==> src/logic/csr_defs.svh <==
`ifndef CSR_DEFS_SVH
`define CSR_DEFS_SVH

// bus widths
`define CSR_ADDR_W 16
`define CSR_DATA_W 32
`define CSR_STRB_W 4

// the block decodes one 256 byte page starting here
`define CSR_BASE_ADDR 16'h1000
`define CSR_DEFAULT_RDATA 32'hDEAD_BEAF
`define CSR_ID_VALUE 32'hC5B0_0001

// register offsets inside the page
`define CSR_OFS_CTRL 8'h00
`define CSR_OFS_TRIGGER 8'h04
`define CSR_OFS_STATUS 8'h08
`define CSR_OFS_LIMIT 8'h0C
`define CSR_OFS_ID 8'h10
`define CSR_OFS_WINDOW 8'h20 // four words forwarded to the sub-block

`define CSR_EVENT_W 4

`endif

==> src/logic/csr_bus_pkg.sv <==
`default_nettype none

package csr_bus_pkg;

  // ----------------------------------------
  // internal request bus
  // ----------------------------------------

  // bit 1 marks a valid access, bit 0 the direction
  typedef enum logic [1:0] {
    CSR_READ  = 2'b10,
    CSR_WRITE = 2'b11
  } csr_access_e;

  // the high bit of the status means error
  typedef enum logic [1:0] {
    CSR_OKAY   = 2'b00,
    CSR_SLVERR = 2'b10
  } csr_status_e;

endpackage

`default_nettype wire

==> src/logic/csr_map_pkg.sv <==
`default_nettype none

package csr_map_pkg;

  // ----------------------------------------
  // register map
  // ----------------------------------------

  // target of a decoded address
  typedef enum logic [2:0] {
    REG_CTRL,
    REG_TRIGGER,
    REG_STATUS,
    REG_LIMIT,
    REG_ID,
    REG_WINDOW,
    REG_NONE
  } csr_reg_e;

  // word inside the forwarded window
  typedef logic [1:0] csr_win_idx_t;

endpackage

`default_nettype wire

==> src/logic/csr_apb_front.sv <==
`default_nettype none
`timescale 1ns/1ps
`include "csr_defs.svh"

module csr_apb_front (
  input  wire                            clk,
  input  wire                            i_arst_n,
  input  wire                            i_psel,
  input  wire                            i_penable,
  input  wire                            i_pwrite,
  input  wire [`CSR_ADDR_W-1:0]          i_paddr,
  input  wire [`CSR_DATA_W-1:0]          i_pwdata,
  input  wire [`CSR_STRB_W-1:0]          i_pstrb,
  output logic                           o_pready,
  output logic [`CSR_DATA_W-1:0]         o_prdata,
  output logic                           o_pslverr,
  output logic                           o_req_valid,
  output csr_bus_pkg::csr_access_e       o_req_access,
  output logic [`CSR_ADDR_W-1:0]         o_req_addr,
  output logic [`CSR_DATA_W-1:0]         o_req_wdata,
  output logic [`CSR_STRB_W-1:0]         o_req_strb,
  input  wire                            i_req_ready,
  input  wire csr_bus_pkg::csr_status_e  i_rsp_status,
  input  wire [`CSR_DATA_W-1:0]          i_rsp_rdata
);
  import csr_bus_pkg::*;

  typedef enum logic [1:0] {IDLE, BUSY, DONE} state_e;

  state_e state_q;
  logic   accept;

  assign o_req_valid = (state_q == BUSY);
  assign accept      = o_req_valid && i_req_ready;

  always_ff @(posedge clk or negedge i_arst_n) begin
    if (!i_arst_n) begin
      state_q   <= IDLE;
      o_pready  <= 1'b0;
      o_pslverr <= 1'b0;
    end else begin
      o_pready <= accept; // one wait state after the accept
      case (state_q)
        IDLE:    if (i_psel && i_penable) state_q <= BUSY;
        BUSY:    if (i_req_ready) state_q <= DONE;
        default: state_q <= IDLE; // transfer ends with pready
      endcase
      if (accept) begin
        o_pslverr <= i_rsp_status[1];
      end
    end
  end

  // request register and the response data
  always_ff @(posedge clk) begin
    if (state_q == IDLE && i_psel && i_penable) begin
      o_req_access <= i_pwrite ? CSR_WRITE : CSR_READ;
      o_req_addr   <= i_paddr;
      o_req_wdata  <= i_pwdata;
      o_req_strb   <= i_pstrb;
    end
    if (accept) begin
      o_prdata <= i_rsp_rdata;
    end
  end

  a_req_stable: assert property (@(posedge clk) disable iff (!i_arst_n)
    o_req_valid && !i_req_ready |=> o_req_valid && $stable(o_req_access) &&
      $stable(o_req_addr) && $stable(o_req_wdata) && $stable(o_req_strb));

  a_pready_done: assert property (@(posedge clk) disable iff (!i_arst_n)
    o_pready |-> state_q == DONE);

endmodule

`default_nettype wire

==> src/logic/csr_decoder.sv <==
`default_nettype none
`timescale 1ns/1ps
`include "csr_defs.svh"

module csr_decoder (
  input  wire                            clk,
  input  wire                            i_arst_n,
  input  wire                            i_req_valid,
  input  wire csr_bus_pkg::csr_access_e  i_req_access,
  input  wire [`CSR_ADDR_W-1:0]          i_req_addr,
  input  wire [`CSR_DATA_W-1:0]          i_req_wdata,
  input  wire [`CSR_STRB_W-1:0]          i_req_strb,
  output logic                           o_req_ready,
  output csr_bus_pkg::csr_status_e       o_rsp_status,
  output logic [`CSR_DATA_W-1:0]         o_rsp_rdata,
  output logic                           o_ctrl_sel,
  output logic                           o_trigger_sel,
  output logic                           o_limit_sel,
  output logic                           o_status_sel,
  output logic                           o_wr_en,
  output logic [`CSR_DATA_W-1:0]         o_wdata,
  output logic [`CSR_STRB_W-1:0]         o_wstrb,
  input  wire [`CSR_DATA_W-1:0]          i_ctrl_rdata,
  input  wire [`CSR_DATA_W-1:0]          i_limit_rdata,
  input  wire [`CSR_DATA_W-1:0]          i_status_rdata,
  output logic                           o_win_valid,
  output logic                           o_win_write,
  output csr_map_pkg::csr_win_idx_t      o_win_idx,
  output logic [`CSR_DATA_W-1:0]         o_win_wdata,
  output logic [`CSR_STRB_W-1:0]         o_win_strb,
  input  wire                            i_win_ready,
  input  wire [`CSR_DATA_W-1:0]          i_win_rdata
);
  import csr_bus_pkg::*;
  import csr_map_pkg::*;

  logic [`CSR_ADDR_W-1:0] rel_addr;
  logic [7:0]             word_ofs;
  csr_reg_e               target;

  assign rel_addr = i_req_addr - `CSR_BASE_ADDR;
  assign word_ofs = {rel_addr[7:2], 2'b00}; // byte lanes come from the strobes

  always_comb begin
    target = REG_NONE;
    if (rel_addr[`CSR_ADDR_W-1:8] == '0) begin // outside the page stays unmapped
      case (word_ofs)
        `CSR_OFS_CTRL:    target = REG_CTRL;
        `CSR_OFS_TRIGGER: target = REG_TRIGGER;
        `CSR_OFS_STATUS:  target = REG_STATUS;
        `CSR_OFS_LIMIT:   target = REG_LIMIT;
        `CSR_OFS_ID:      target = REG_ID;
        default: begin
          if ({word_ofs[7:4], 4'h0} == `CSR_OFS_WINDOW) begin
            target = REG_WINDOW;
          end
        end
      endcase
    end
  end

  // ----------------------------------------
  // local registers
  // ----------------------------------------
  assign o_ctrl_sel    = i_req_valid && (target == REG_CTRL);
  assign o_trigger_sel = i_req_valid && (target == REG_TRIGGER);
  assign o_limit_sel   = i_req_valid && (target == REG_LIMIT);
  assign o_status_sel  = i_req_valid && (target == REG_STATUS);
  assign o_wr_en       = i_req_valid && (i_req_access == CSR_WRITE);
  assign o_wdata       = i_req_wdata;
  assign o_wstrb       = i_req_strb;

  // ----------------------------------------
  // forwarded window
  // ----------------------------------------
  assign o_win_valid = i_req_valid && (target == REG_WINDOW);
  assign o_win_write = (i_req_access == CSR_WRITE);
  assign o_win_idx   = word_ofs[3:2];
  assign o_win_wdata = i_req_wdata;
  assign o_win_strb  = i_req_strb;

  assign o_req_ready  = (target == REG_WINDOW) ? i_win_ready : 1'b1;
  assign o_rsp_status = (target == REG_NONE) ? CSR_SLVERR : CSR_OKAY;

  always_comb begin
    case (target)
      REG_CTRL:    o_rsp_rdata = i_ctrl_rdata;
      REG_STATUS:  o_rsp_rdata = i_status_rdata;
      REG_LIMIT:   o_rsp_rdata = i_limit_rdata;
      REG_ID:      o_rsp_rdata = `CSR_ID_VALUE;
      REG_WINDOW:  o_rsp_rdata = i_win_rdata;
      REG_TRIGGER: o_rsp_rdata = '0; // trigger bits only pulse
      default:     o_rsp_rdata = `CSR_DEFAULT_RDATA;
    endcase
  end

  a_win_hold: assert property (@(posedge clk) disable iff (!i_arst_n)
    o_win_valid && !i_win_ready |=> o_win_valid);

endmodule

`default_nettype wire

==> src/logic/csr_control_regs.sv <==
`default_nettype none
`timescale 1ns/1ps
`include "csr_defs.svh"

module csr_control_regs (
  input  wire                     clk,
  input  wire                     i_arst_n,
  input  wire                     i_ctrl_sel,
  input  wire                     i_trigger_sel,
  input  wire                     i_limit_sel,
  input  wire                     i_wr_en,
  input  wire [`CSR_DATA_W-1:0]   i_wdata,
  input  wire [`CSR_STRB_W-1:0]   i_wstrb,
  output logic [`CSR_DATA_W-1:0]  o_ctrl_rdata,
  output logic [`CSR_DATA_W-1:0]  o_limit_rdata,
  output logic [3:0]              o_mode,
  output logic [3:0]              o_irq_en,
  output logic [1:0]              o_option,
  output logic                    o_lock,
  output logic [7:0]              o_limit,
  output logic [3:0]              o_trigger
);

  logic ctrl_wr;
  logic trigger_wr;
  logic limit_wr;

  assign ctrl_wr    = i_ctrl_sel && i_wr_en;
  assign trigger_wr = i_trigger_sel && i_wr_en && i_wstrb[0];
  assign limit_wr   = i_limit_sel && i_wr_en && i_wstrb[0] && !o_lock;

  always_ff @(posedge clk or negedge i_arst_n) begin
    if (!i_arst_n) begin
      o_mode    <= 4'h0;
      o_irq_en  <= 4'h0;
      o_lock    <= 1'b0;
      o_option  <= 2'h1;
      o_limit   <= 8'h00;
      o_trigger <= 4'h0;
    end else begin
      if (ctrl_wr && i_wstrb[0]) begin
        o_mode   <= i_wdata[3:0];
        o_irq_en <= i_wdata[7:4];
      end
      if (ctrl_wr && i_wstrb[1]) begin
        o_lock   <= i_wdata[8];
        o_option <= i_wdata[13:12];
      end
      if (limit_wr) begin
        o_limit <= i_wdata[7:0]; // lock freezes the limit
      end
      o_trigger <= trigger_wr ? i_wdata[3:0] : 4'h0; // single cycle pulse
    end
  end

  // ----------------------------------------
  // read back
  // ----------------------------------------
  assign o_ctrl_rdata  = {18'h0, o_option, 3'h0, o_lock, o_irq_en, o_mode};
  assign o_limit_rdata = {24'h0, o_limit};

endmodule

`default_nettype wire

==> src/logic/csr_event_regs.sv <==
`default_nettype none
`timescale 1ns/1ps
`include "csr_defs.svh"

module csr_event_regs (
  input  wire                     clk,
  input  wire                     i_arst_n,
  input  wire                     i_status_sel,
  input  wire                     i_wr_en,
  input  wire [`CSR_DATA_W-1:0]   i_wdata,
  input  wire [`CSR_STRB_W-1:0]   i_wstrb,
  input  wire [`CSR_EVENT_W-1:0]  i_event,
  input  wire [3:0]               i_hw_status,
  input  wire [`CSR_EVENT_W-1:0]  i_irq_en,
  output logic [`CSR_DATA_W-1:0]  o_status_rdata,
  output logic                    o_irq
);

  logic [`CSR_EVENT_W-1:0] flags_q;
  logic [`CSR_EVENT_W-1:0] clear;
  logic [`CSR_EVENT_W-1:0] flags_next;

  // ----------------------------------------
  // event flags
  // ----------------------------------------

  // software writes one to clear, only through byte 0
  always_comb begin
    clear = '0;
    if (i_status_sel && i_wr_en && i_wstrb[0]) begin
      clear = i_wdata[`CSR_EVENT_W-1:0];
    end
  end

  // an event in the same cycle as its clear keeps the flag set
  assign flags_next = (flags_q & ~clear) | i_event;

  always_ff @(posedge clk or negedge i_arst_n) begin
    if (!i_arst_n) begin
      flags_q <= '0;
      o_irq   <= 1'b0;
    end else begin
      flags_q <= flags_next;
      o_irq   <= |(flags_next & i_irq_en);
    end
  end

  // ----------------------------------------
  // read back
  // ----------------------------------------

  // hardware status sits in bits 19:16
  assign o_status_rdata = {12'h000, i_hw_status, 12'h000, flags_q};

  a_flag_hold: assert property (@(posedge clk) disable iff (!i_arst_n)
    ((flags_q ^ $past(flags_q)) & ~$past(i_event | clear)) == '0);

endmodule

`default_nettype wire

==> src/logic/csr_window_regs.sv <==
`default_nettype none
`timescale 1ns/1ps
`include "csr_defs.svh"

module csr_window_regs (
  input  wire                         clk,
  input  wire                         i_arst_n,
  input  wire                         i_win_valid,
  input  wire                         i_win_write,
  input  wire csr_map_pkg::csr_win_idx_t i_win_idx,
  input  wire [`CSR_DATA_W-1:0]       i_win_wdata,
  input  wire [`CSR_STRB_W-1:0]       i_win_strb,
  output logic                        o_win_ready,
  output logic [`CSR_DATA_W-1:0]      o_win_rdata
);

  logic [`CSR_DATA_W-1:0] words_q [4];
  logic                   first;

  assign first = i_win_valid && !o_win_ready; // request seen, not yet acknowledged

  always_ff @(posedge clk or negedge i_arst_n) begin
    if (!i_arst_n) begin
      o_win_ready <= 1'b0;
      for (int w = 0; w < 4; w++) begin
        words_q[w] <= '0;
      end
    end else begin
      o_win_ready <= first;
      // writes land with the acknowledge
      if (i_win_valid && o_win_ready && i_win_write) begin
        for (int b = 0; b < `CSR_STRB_W; b++) begin
          if (i_win_strb[b]) begin
            words_q[i_win_idx][8*b +: 8] <= i_win_wdata[8*b +: 8];
          end
        end
      end
    end
  end

  // read data lines up with ready
  always_ff @(posedge clk) begin
    if (first) begin
      o_win_rdata <= words_q[i_win_idx];
    end
  end

  a_ready_valid: assert property (@(posedge clk) disable iff (!i_arst_n)
    o_win_ready |-> i_win_valid);

endmodule

`default_nettype wire

==> src/logic/csr_top.sv <==
`default_nettype none
`timescale 1ns/1ps
`include "csr_defs.svh"

module csr_top (
  input  wire                     clk,
  input  wire                     i_arst_n,
  input  wire                     i_psel,
  input  wire                     i_penable,
  input  wire                     i_pwrite,
  input  wire [`CSR_ADDR_W-1:0]   i_paddr,
  input  wire [`CSR_DATA_W-1:0]   i_pwdata,
  input  wire [`CSR_STRB_W-1:0]   i_pstrb,
  output logic                    o_pready,
  output logic [`CSR_DATA_W-1:0]  o_prdata,
  output logic                    o_pslverr,
  input  wire [`CSR_EVENT_W-1:0]  i_event,
  input  wire [3:0]               i_hw_status,
  output logic [3:0]              o_mode,
  output logic [3:0]              o_irq_en,
  output logic [1:0]              o_option,
  output logic                    o_lock,
  output logic [7:0]              o_limit,
  output logic [3:0]              o_trigger,
  output logic                    o_irq
);
  import csr_bus_pkg::*;
  import csr_map_pkg::*;

  // request bus
  logic                   req_valid;
  csr_access_e            req_access;
  logic [`CSR_ADDR_W-1:0] req_addr;
  logic [`CSR_DATA_W-1:0] req_wdata;
  logic [`CSR_STRB_W-1:0] req_strb;
  logic                   req_ready;
  csr_status_e            rsp_status;
  logic [`CSR_DATA_W-1:0] rsp_rdata;

  // local register port
  logic                   ctrl_sel;
  logic                   trigger_sel;
  logic                   limit_sel;
  logic                   status_sel;
  logic                   wr_en;
  logic [`CSR_DATA_W-1:0] wdata;
  logic [`CSR_STRB_W-1:0] wstrb;
  logic [`CSR_DATA_W-1:0] ctrl_rdata;
  logic [`CSR_DATA_W-1:0] limit_rdata;
  logic [`CSR_DATA_W-1:0] status_rdata;

  // window port
  logic                   win_valid;
  logic                   win_write;
  csr_win_idx_t           win_idx;
  logic [`CSR_DATA_W-1:0] win_wdata;
  logic [`CSR_STRB_W-1:0] win_strb;
  logic                   win_ready;
  logic [`CSR_DATA_W-1:0] win_rdata;

  csr_apb_front u_front (
    .clk          (clk),
    .i_arst_n     (i_arst_n),
    .i_psel       (i_psel),
    .i_penable    (i_penable),
    .i_pwrite     (i_pwrite),
    .i_paddr      (i_paddr),
    .i_pwdata     (i_pwdata),
    .i_pstrb      (i_pstrb),
    .o_pready     (o_pready),
    .o_prdata     (o_prdata),
    .o_pslverr    (o_pslverr),
    .o_req_valid  (req_valid),
    .o_req_access (req_access),
    .o_req_addr   (req_addr),
    .o_req_wdata  (req_wdata),
    .o_req_strb   (req_strb),
    .i_req_ready  (req_ready),
    .i_rsp_status (rsp_status),
    .i_rsp_rdata  (rsp_rdata)
  );

  csr_decoder u_decoder (
    .clk            (clk),
    .i_arst_n       (i_arst_n),
    .i_req_valid    (req_valid),
    .i_req_access   (req_access),
    .i_req_addr     (req_addr),
    .i_req_wdata    (req_wdata),
    .i_req_strb     (req_strb),
    .o_req_ready    (req_ready),
    .o_rsp_status   (rsp_status),
    .o_rsp_rdata    (rsp_rdata),
    .o_ctrl_sel     (ctrl_sel),
    .o_trigger_sel  (trigger_sel),
    .o_limit_sel    (limit_sel),
    .o_status_sel   (status_sel),
    .o_wr_en        (wr_en),
    .o_wdata        (wdata),
    .o_wstrb        (wstrb),
    .i_ctrl_rdata   (ctrl_rdata),
    .i_limit_rdata  (limit_rdata),
    .i_status_rdata (status_rdata),
    .o_win_valid    (win_valid),
    .o_win_write    (win_write),
    .o_win_idx      (win_idx),
    .o_win_wdata    (win_wdata),
    .o_win_strb     (win_strb),
    .i_win_ready    (win_ready),
    .i_win_rdata    (win_rdata)
  );

  csr_control_regs u_control (
    .clk           (clk),
    .i_arst_n      (i_arst_n),
    .i_ctrl_sel    (ctrl_sel),
    .i_trigger_sel (trigger_sel),
    .i_limit_sel   (limit_sel),
    .i_wr_en       (wr_en),
    .i_wdata       (wdata),
    .i_wstrb       (wstrb),
    .o_ctrl_rdata  (ctrl_rdata),
    .o_limit_rdata (limit_rdata),
    .o_mode        (o_mode),
    .o_irq_en      (o_irq_en),
    .o_option      (o_option),
    .o_lock        (o_lock),
    .o_limit       (o_limit),
    .o_trigger     (o_trigger)
  );

  csr_event_regs u_event (
    .clk            (clk),
    .i_arst_n       (i_arst_n),
    .i_status_sel   (status_sel),
    .i_wr_en        (wr_en),
    .i_wdata        (wdata),
    .i_wstrb        (wstrb),
    .i_event        (i_event),
    .i_hw_status    (i_hw_status),
    .i_irq_en       (o_irq_en),
    .o_status_rdata (status_rdata),
    .o_irq          (o_irq)
  );

  csr_window_regs u_window (
    .clk         (clk),
    .i_arst_n    (i_arst_n),
    .i_win_valid (win_valid),
    .i_win_write (win_write),
    .i_win_idx   (win_idx),
    .i_win_wdata (win_wdata),
    .i_win_strb  (win_strb),
    .o_win_ready (win_ready),
    .o_win_rdata (win_rdata)
  );

endmodule

`default_nettype wire

==> config.mk <==
export PLATFORM = sky130hd
export DESIGN_NAME = csr_top
export DESIGN_NICKNAME = d
export VERILOG_FILES = /design/src/logic/csr_bus_pkg.sv /design/src/logic/csr_map_pkg.sv /design/src/logic/csr_apb_front.sv /design/src/logic/csr_decoder.sv /design/src/logic/csr_control_regs.sv /design/src/logic/csr_event_regs.sv /design/src/logic/csr_window_regs.sv /design/src/logic/csr_top.sv
export VERILOG_INCLUDE_DIRS = /design/src /design/src/logic
export SDC_FILE = /design/constraint.sdc
export NUM_CORES = 1
export LEC_CHECK = 0
export BUFFER_PORTS_ARGS = -buffer_cell sky130_fd_sc_hd__buf_2
export CORE_ASPECT_RATIO = 0.9
export CORE_MARGIN = 8
export CORE_UTILIZATION = 30
export DETAILED_ROUTE_END_ITERATION = 8
export REMOVE_ABC_BUFFERS = 1
export SLEW_MARGIN = 20
export SYNTH_ARGS = -nofsm -noshare
export SYNTH_HDL_FRONTEND = slang
export SYNTH_SLANG_ARGS = --single-unit
==> constraint.sdc <==
create_clock -name clk -period 7.7 [get_ports clk]
set_clock_uncertainty 0.05 [all_clocks]
set_input_delay 1.155 -clock clk [delete_from_list [all_inputs] [get_ports clk]]
set_output_delay 1.155 -clock clk [all_outputs]
set_load 0.01 [all_outputs]
==> impl_metrics.yaml <==
critical_path:
  criticalPathCategory: "reg -> reg"
  critPathLaunchType: "flip-flop"
  rrSetupSlack_ns: 4.28
  reg2regPathDepth: 5
  rr_endpoint: "u_control.o_irq_en[0]$_DFFE_PN0P_"
  timing.rr.start: "u_front.o_req_addr[3]$_DFFE_PP_"
  cp-end-kind: "flip-flop"
  crit_arrival_ns: 3.80
  cp_max_fo: 52
  crit_required_ns: 8.08
  crit_end: "u_control.o_irq_en[0]$_DFFE_PN0P_"
  crit_start: "u_front.o_req_addr[3]$_DFFE_PP_"
clocking:
  ctsHtreeMaxLevel: 1
  cts_made_buffers: 30
  cts.sinks: 276
  path_clk_slew_ns: 0.06
  clk_path_buf_depth: 3
  clk_latency_ns: 0.55
  tritoncts: "built"
  hold_buffers: 0
  root_buffer: "clkbuf_16"
  cts_resized: 0
  post_cts_buffers: 0
power_and_ir_drop:
  pwr_density_cell_mw_per_mm2: 230.7
  power.leakage_nw: 5.682
  ir_drop_mv: 0.1264
timing:
  slew_headroom: 0.2586
  rsz0062_at_grt: "no"
  fmax_mhz: 292.5
  hold_slack_ns: 0.4492
  setup_viol: 0
  period_needed_ns: 3.419
  finalCritPeriodShare: 0.4440
  tns_ns: 0
  final-hold-violation-count: 0
  tightest_slew_ns: 1.102
  slew_violations: 0
route:
  post_drt_via_cell_ratio: 4.832
  drt_wl_total_um: 27840
  drt_first_pass_iters: 4
  drt_iter0_drc: 378
  vias: 6339
  wl_per_cell_um: 21.22
  ant_nets: 0
  drc: 0
die:
  pin_count: 123
  fp.dieArea_mm2: 0.04384
  initial_core_util: 0.3027
  die_w_um: 219.8
  core_region_area_mm2: 0.03705
  dieHeight_um: 199.4
  rows: 67
logic_synthesis:
  synth_commonest_cells: "160 x dfrtp_1, 147 x mux2_2, 115 x edfxtp_1"
  yosysUniqueCellTypes: 47
  synth_edf_count: 115
  yosysSeqAreaShare: 0.6672
  yosysTopAreaCell: "dfrtp_1"
  yosysMostFrequentCell: "dfrtp_1"
  synth_top_area_share: 0.3569
  synth_area_leaders: "dfrtp_1 36%, edfxtp_1 31%, mux2_2 15%"
  synthCells: 663
  syn_area_mm2: 0.01122
  synthArstFlopShare: 0.5833
  synth_flop_cell: "dfrtp_1"
  avgSynthCellArea_um2: 16.92
  synth_seq_cells: 276
  synth_warnings: 0
outcome:
  status: "complete, no violations"
run:
  drv_cap: 0
global_route:
  overflow: 0
  busiest_layer: "met2"
  use_met2: 0.2006
  grt_pass1_vias: 6751
  use_met3: 0.02890
  grt_max_degree: 90
  grt_pass1_wl_um: 41780
  antenna_found_initial: 0
  grt_util_met1: 0.1712
  track_usage: 0.1254
place:
  place.gp.congestion: 0.7485
  io_buffers: 120
  hpwl_um: 18340
finish:
  fin_nets: 870
  drive_above_1_share: 0.4644
  areaGrowthSynthToFinish_pct: 20.37
  fill_cells: 3570
  num_antenna_cells: 0
min_path:
  hold_path.class: "reg -> reg"
metrics by stage:
step,utilization,worst slack (ns),total power [mW],std cells,area (µm²)
CTS,0.3642,4.231,3.154,1312,13490
finish,0.3644,4.281,3.114,1312,13500
global placement,0.3365,4.258,1.685,1256,12470
floorplan,-,2.425,1.623,639,11120
global route,0.3644,4.114,3.221,1312,13500
detailed placement,0.3365,4.237,1.686,1256,12470
critical path: stages, from the launching register on:
cell,delay (ns)
edfxtp_1,0.36
buf_4,0.34
or3_1,0.51
a2111o_1,0.77
nor4b_4,0.79
mux2_2,0.41
power breakdown:
| part | total (mW) | leakage, nW | switching (mW) | internal, mW |
|---|---|---|---|---|
| logic | 0.0852 | 2.02 | 0.0596 | 0.0256 |
| registers | 1.57 | 3.15 | 0.0163 | 1.55 |
| clock network | 1.46 | 0.503 | 0.569 | 0.891 |
layout by cell type (no fill, tap or decap), drive strengths merged, types with 9 or more instances in the layout:
cell,netlist,layout
o21ai,16,16
nand2,28,28
clkinv,0,9
mux2,147,147
mux4,32,32
edfxtp,115,115
clkbuf,20,43
buf,4,134
nor2,9,9
inv,13,13
dfrtp,160,160
nor4,20,20
layer usage:
metal  up-vias  part of all wire
met1      3267              0.45
met4         0             0.019
met3        38             0.069
li1       2857                 -
met5         -                 0
met2       177              0.47
worst min-delay path by stage:
stage / depth (start not counted) / to / slack [ns] / start
final: 1 / u_window.words_q[35]$_DFFE_PN0P_ / 0.45 / u_window.words_q[35]$_DFFE_PN0P_
after global routing: 1 / u_window.words_q[30]$_DFFE_PN0P_ / 0.46 / u_window.words_q[30]$_DFFE_PN0P_
after detailed placement: 1 / u_window.words_q[11]$_DFFE_PN0P_ / 0.44 / u_window.words_q[11]$_DFFE_PN0P_
after global placement: 1 / u_window.words_q[74]$_DFFE_PN0P_ / 0.43 / u_window.words_q[74]$_DFFE_PN0P_
after CTS: 1 / u_window.words_q[11]$_DFFE_PN0P_ / 0.45 / u_window.words_q[11]$_DFFE_PN0P_
after floorplan: 1 / u_window.words_q[0]$_DFFE_PN0P_ / 0.42 / u_window.words_q[0]$_DFFE_PN0P_
area by class of cell:
class	count	area, µm²	area share
Sequential cell	276	7483	0.5543
Multi-Input combinational cell	350	3630	0.2688
Clock buffer	43	880.8	0.06524
Timing Repair Buffer	134	711.9	0.05273
Tap cell	483	604.3	0.04476
Clock inverter	13	142.6	0.01056
Inverter	13	48.80	0.003614
flip-flops by register name, summed over array words and instances, names as in the netlist, 2 cells and up:
signal and flops:
u_front.o_req_strb 4, u_control.o_option 2, u_control.o_mode 4, u_control.o_limit 8, u_window.words_q 128, u_window.o_win_rdata 32
u_event.flags_q 4, u_front.o_prdata 32, u_control.o_trigger 4, u_front.o_req_addr 14, u_front.o_req_wdata 32, u_front.state_q 2
u_control.o_irq_en 4
cell families after synthesis:
family,count (synthesis),synth area share
muxes,180,0.2127
DFF,276,0.6672
buffers and inverters,37,0.01260
and+or+nand+nor,112,0.07128
AOI/OAI and AO/OA,58,0.03625
No activity file was read; power rests on OpenSTA's default activity.
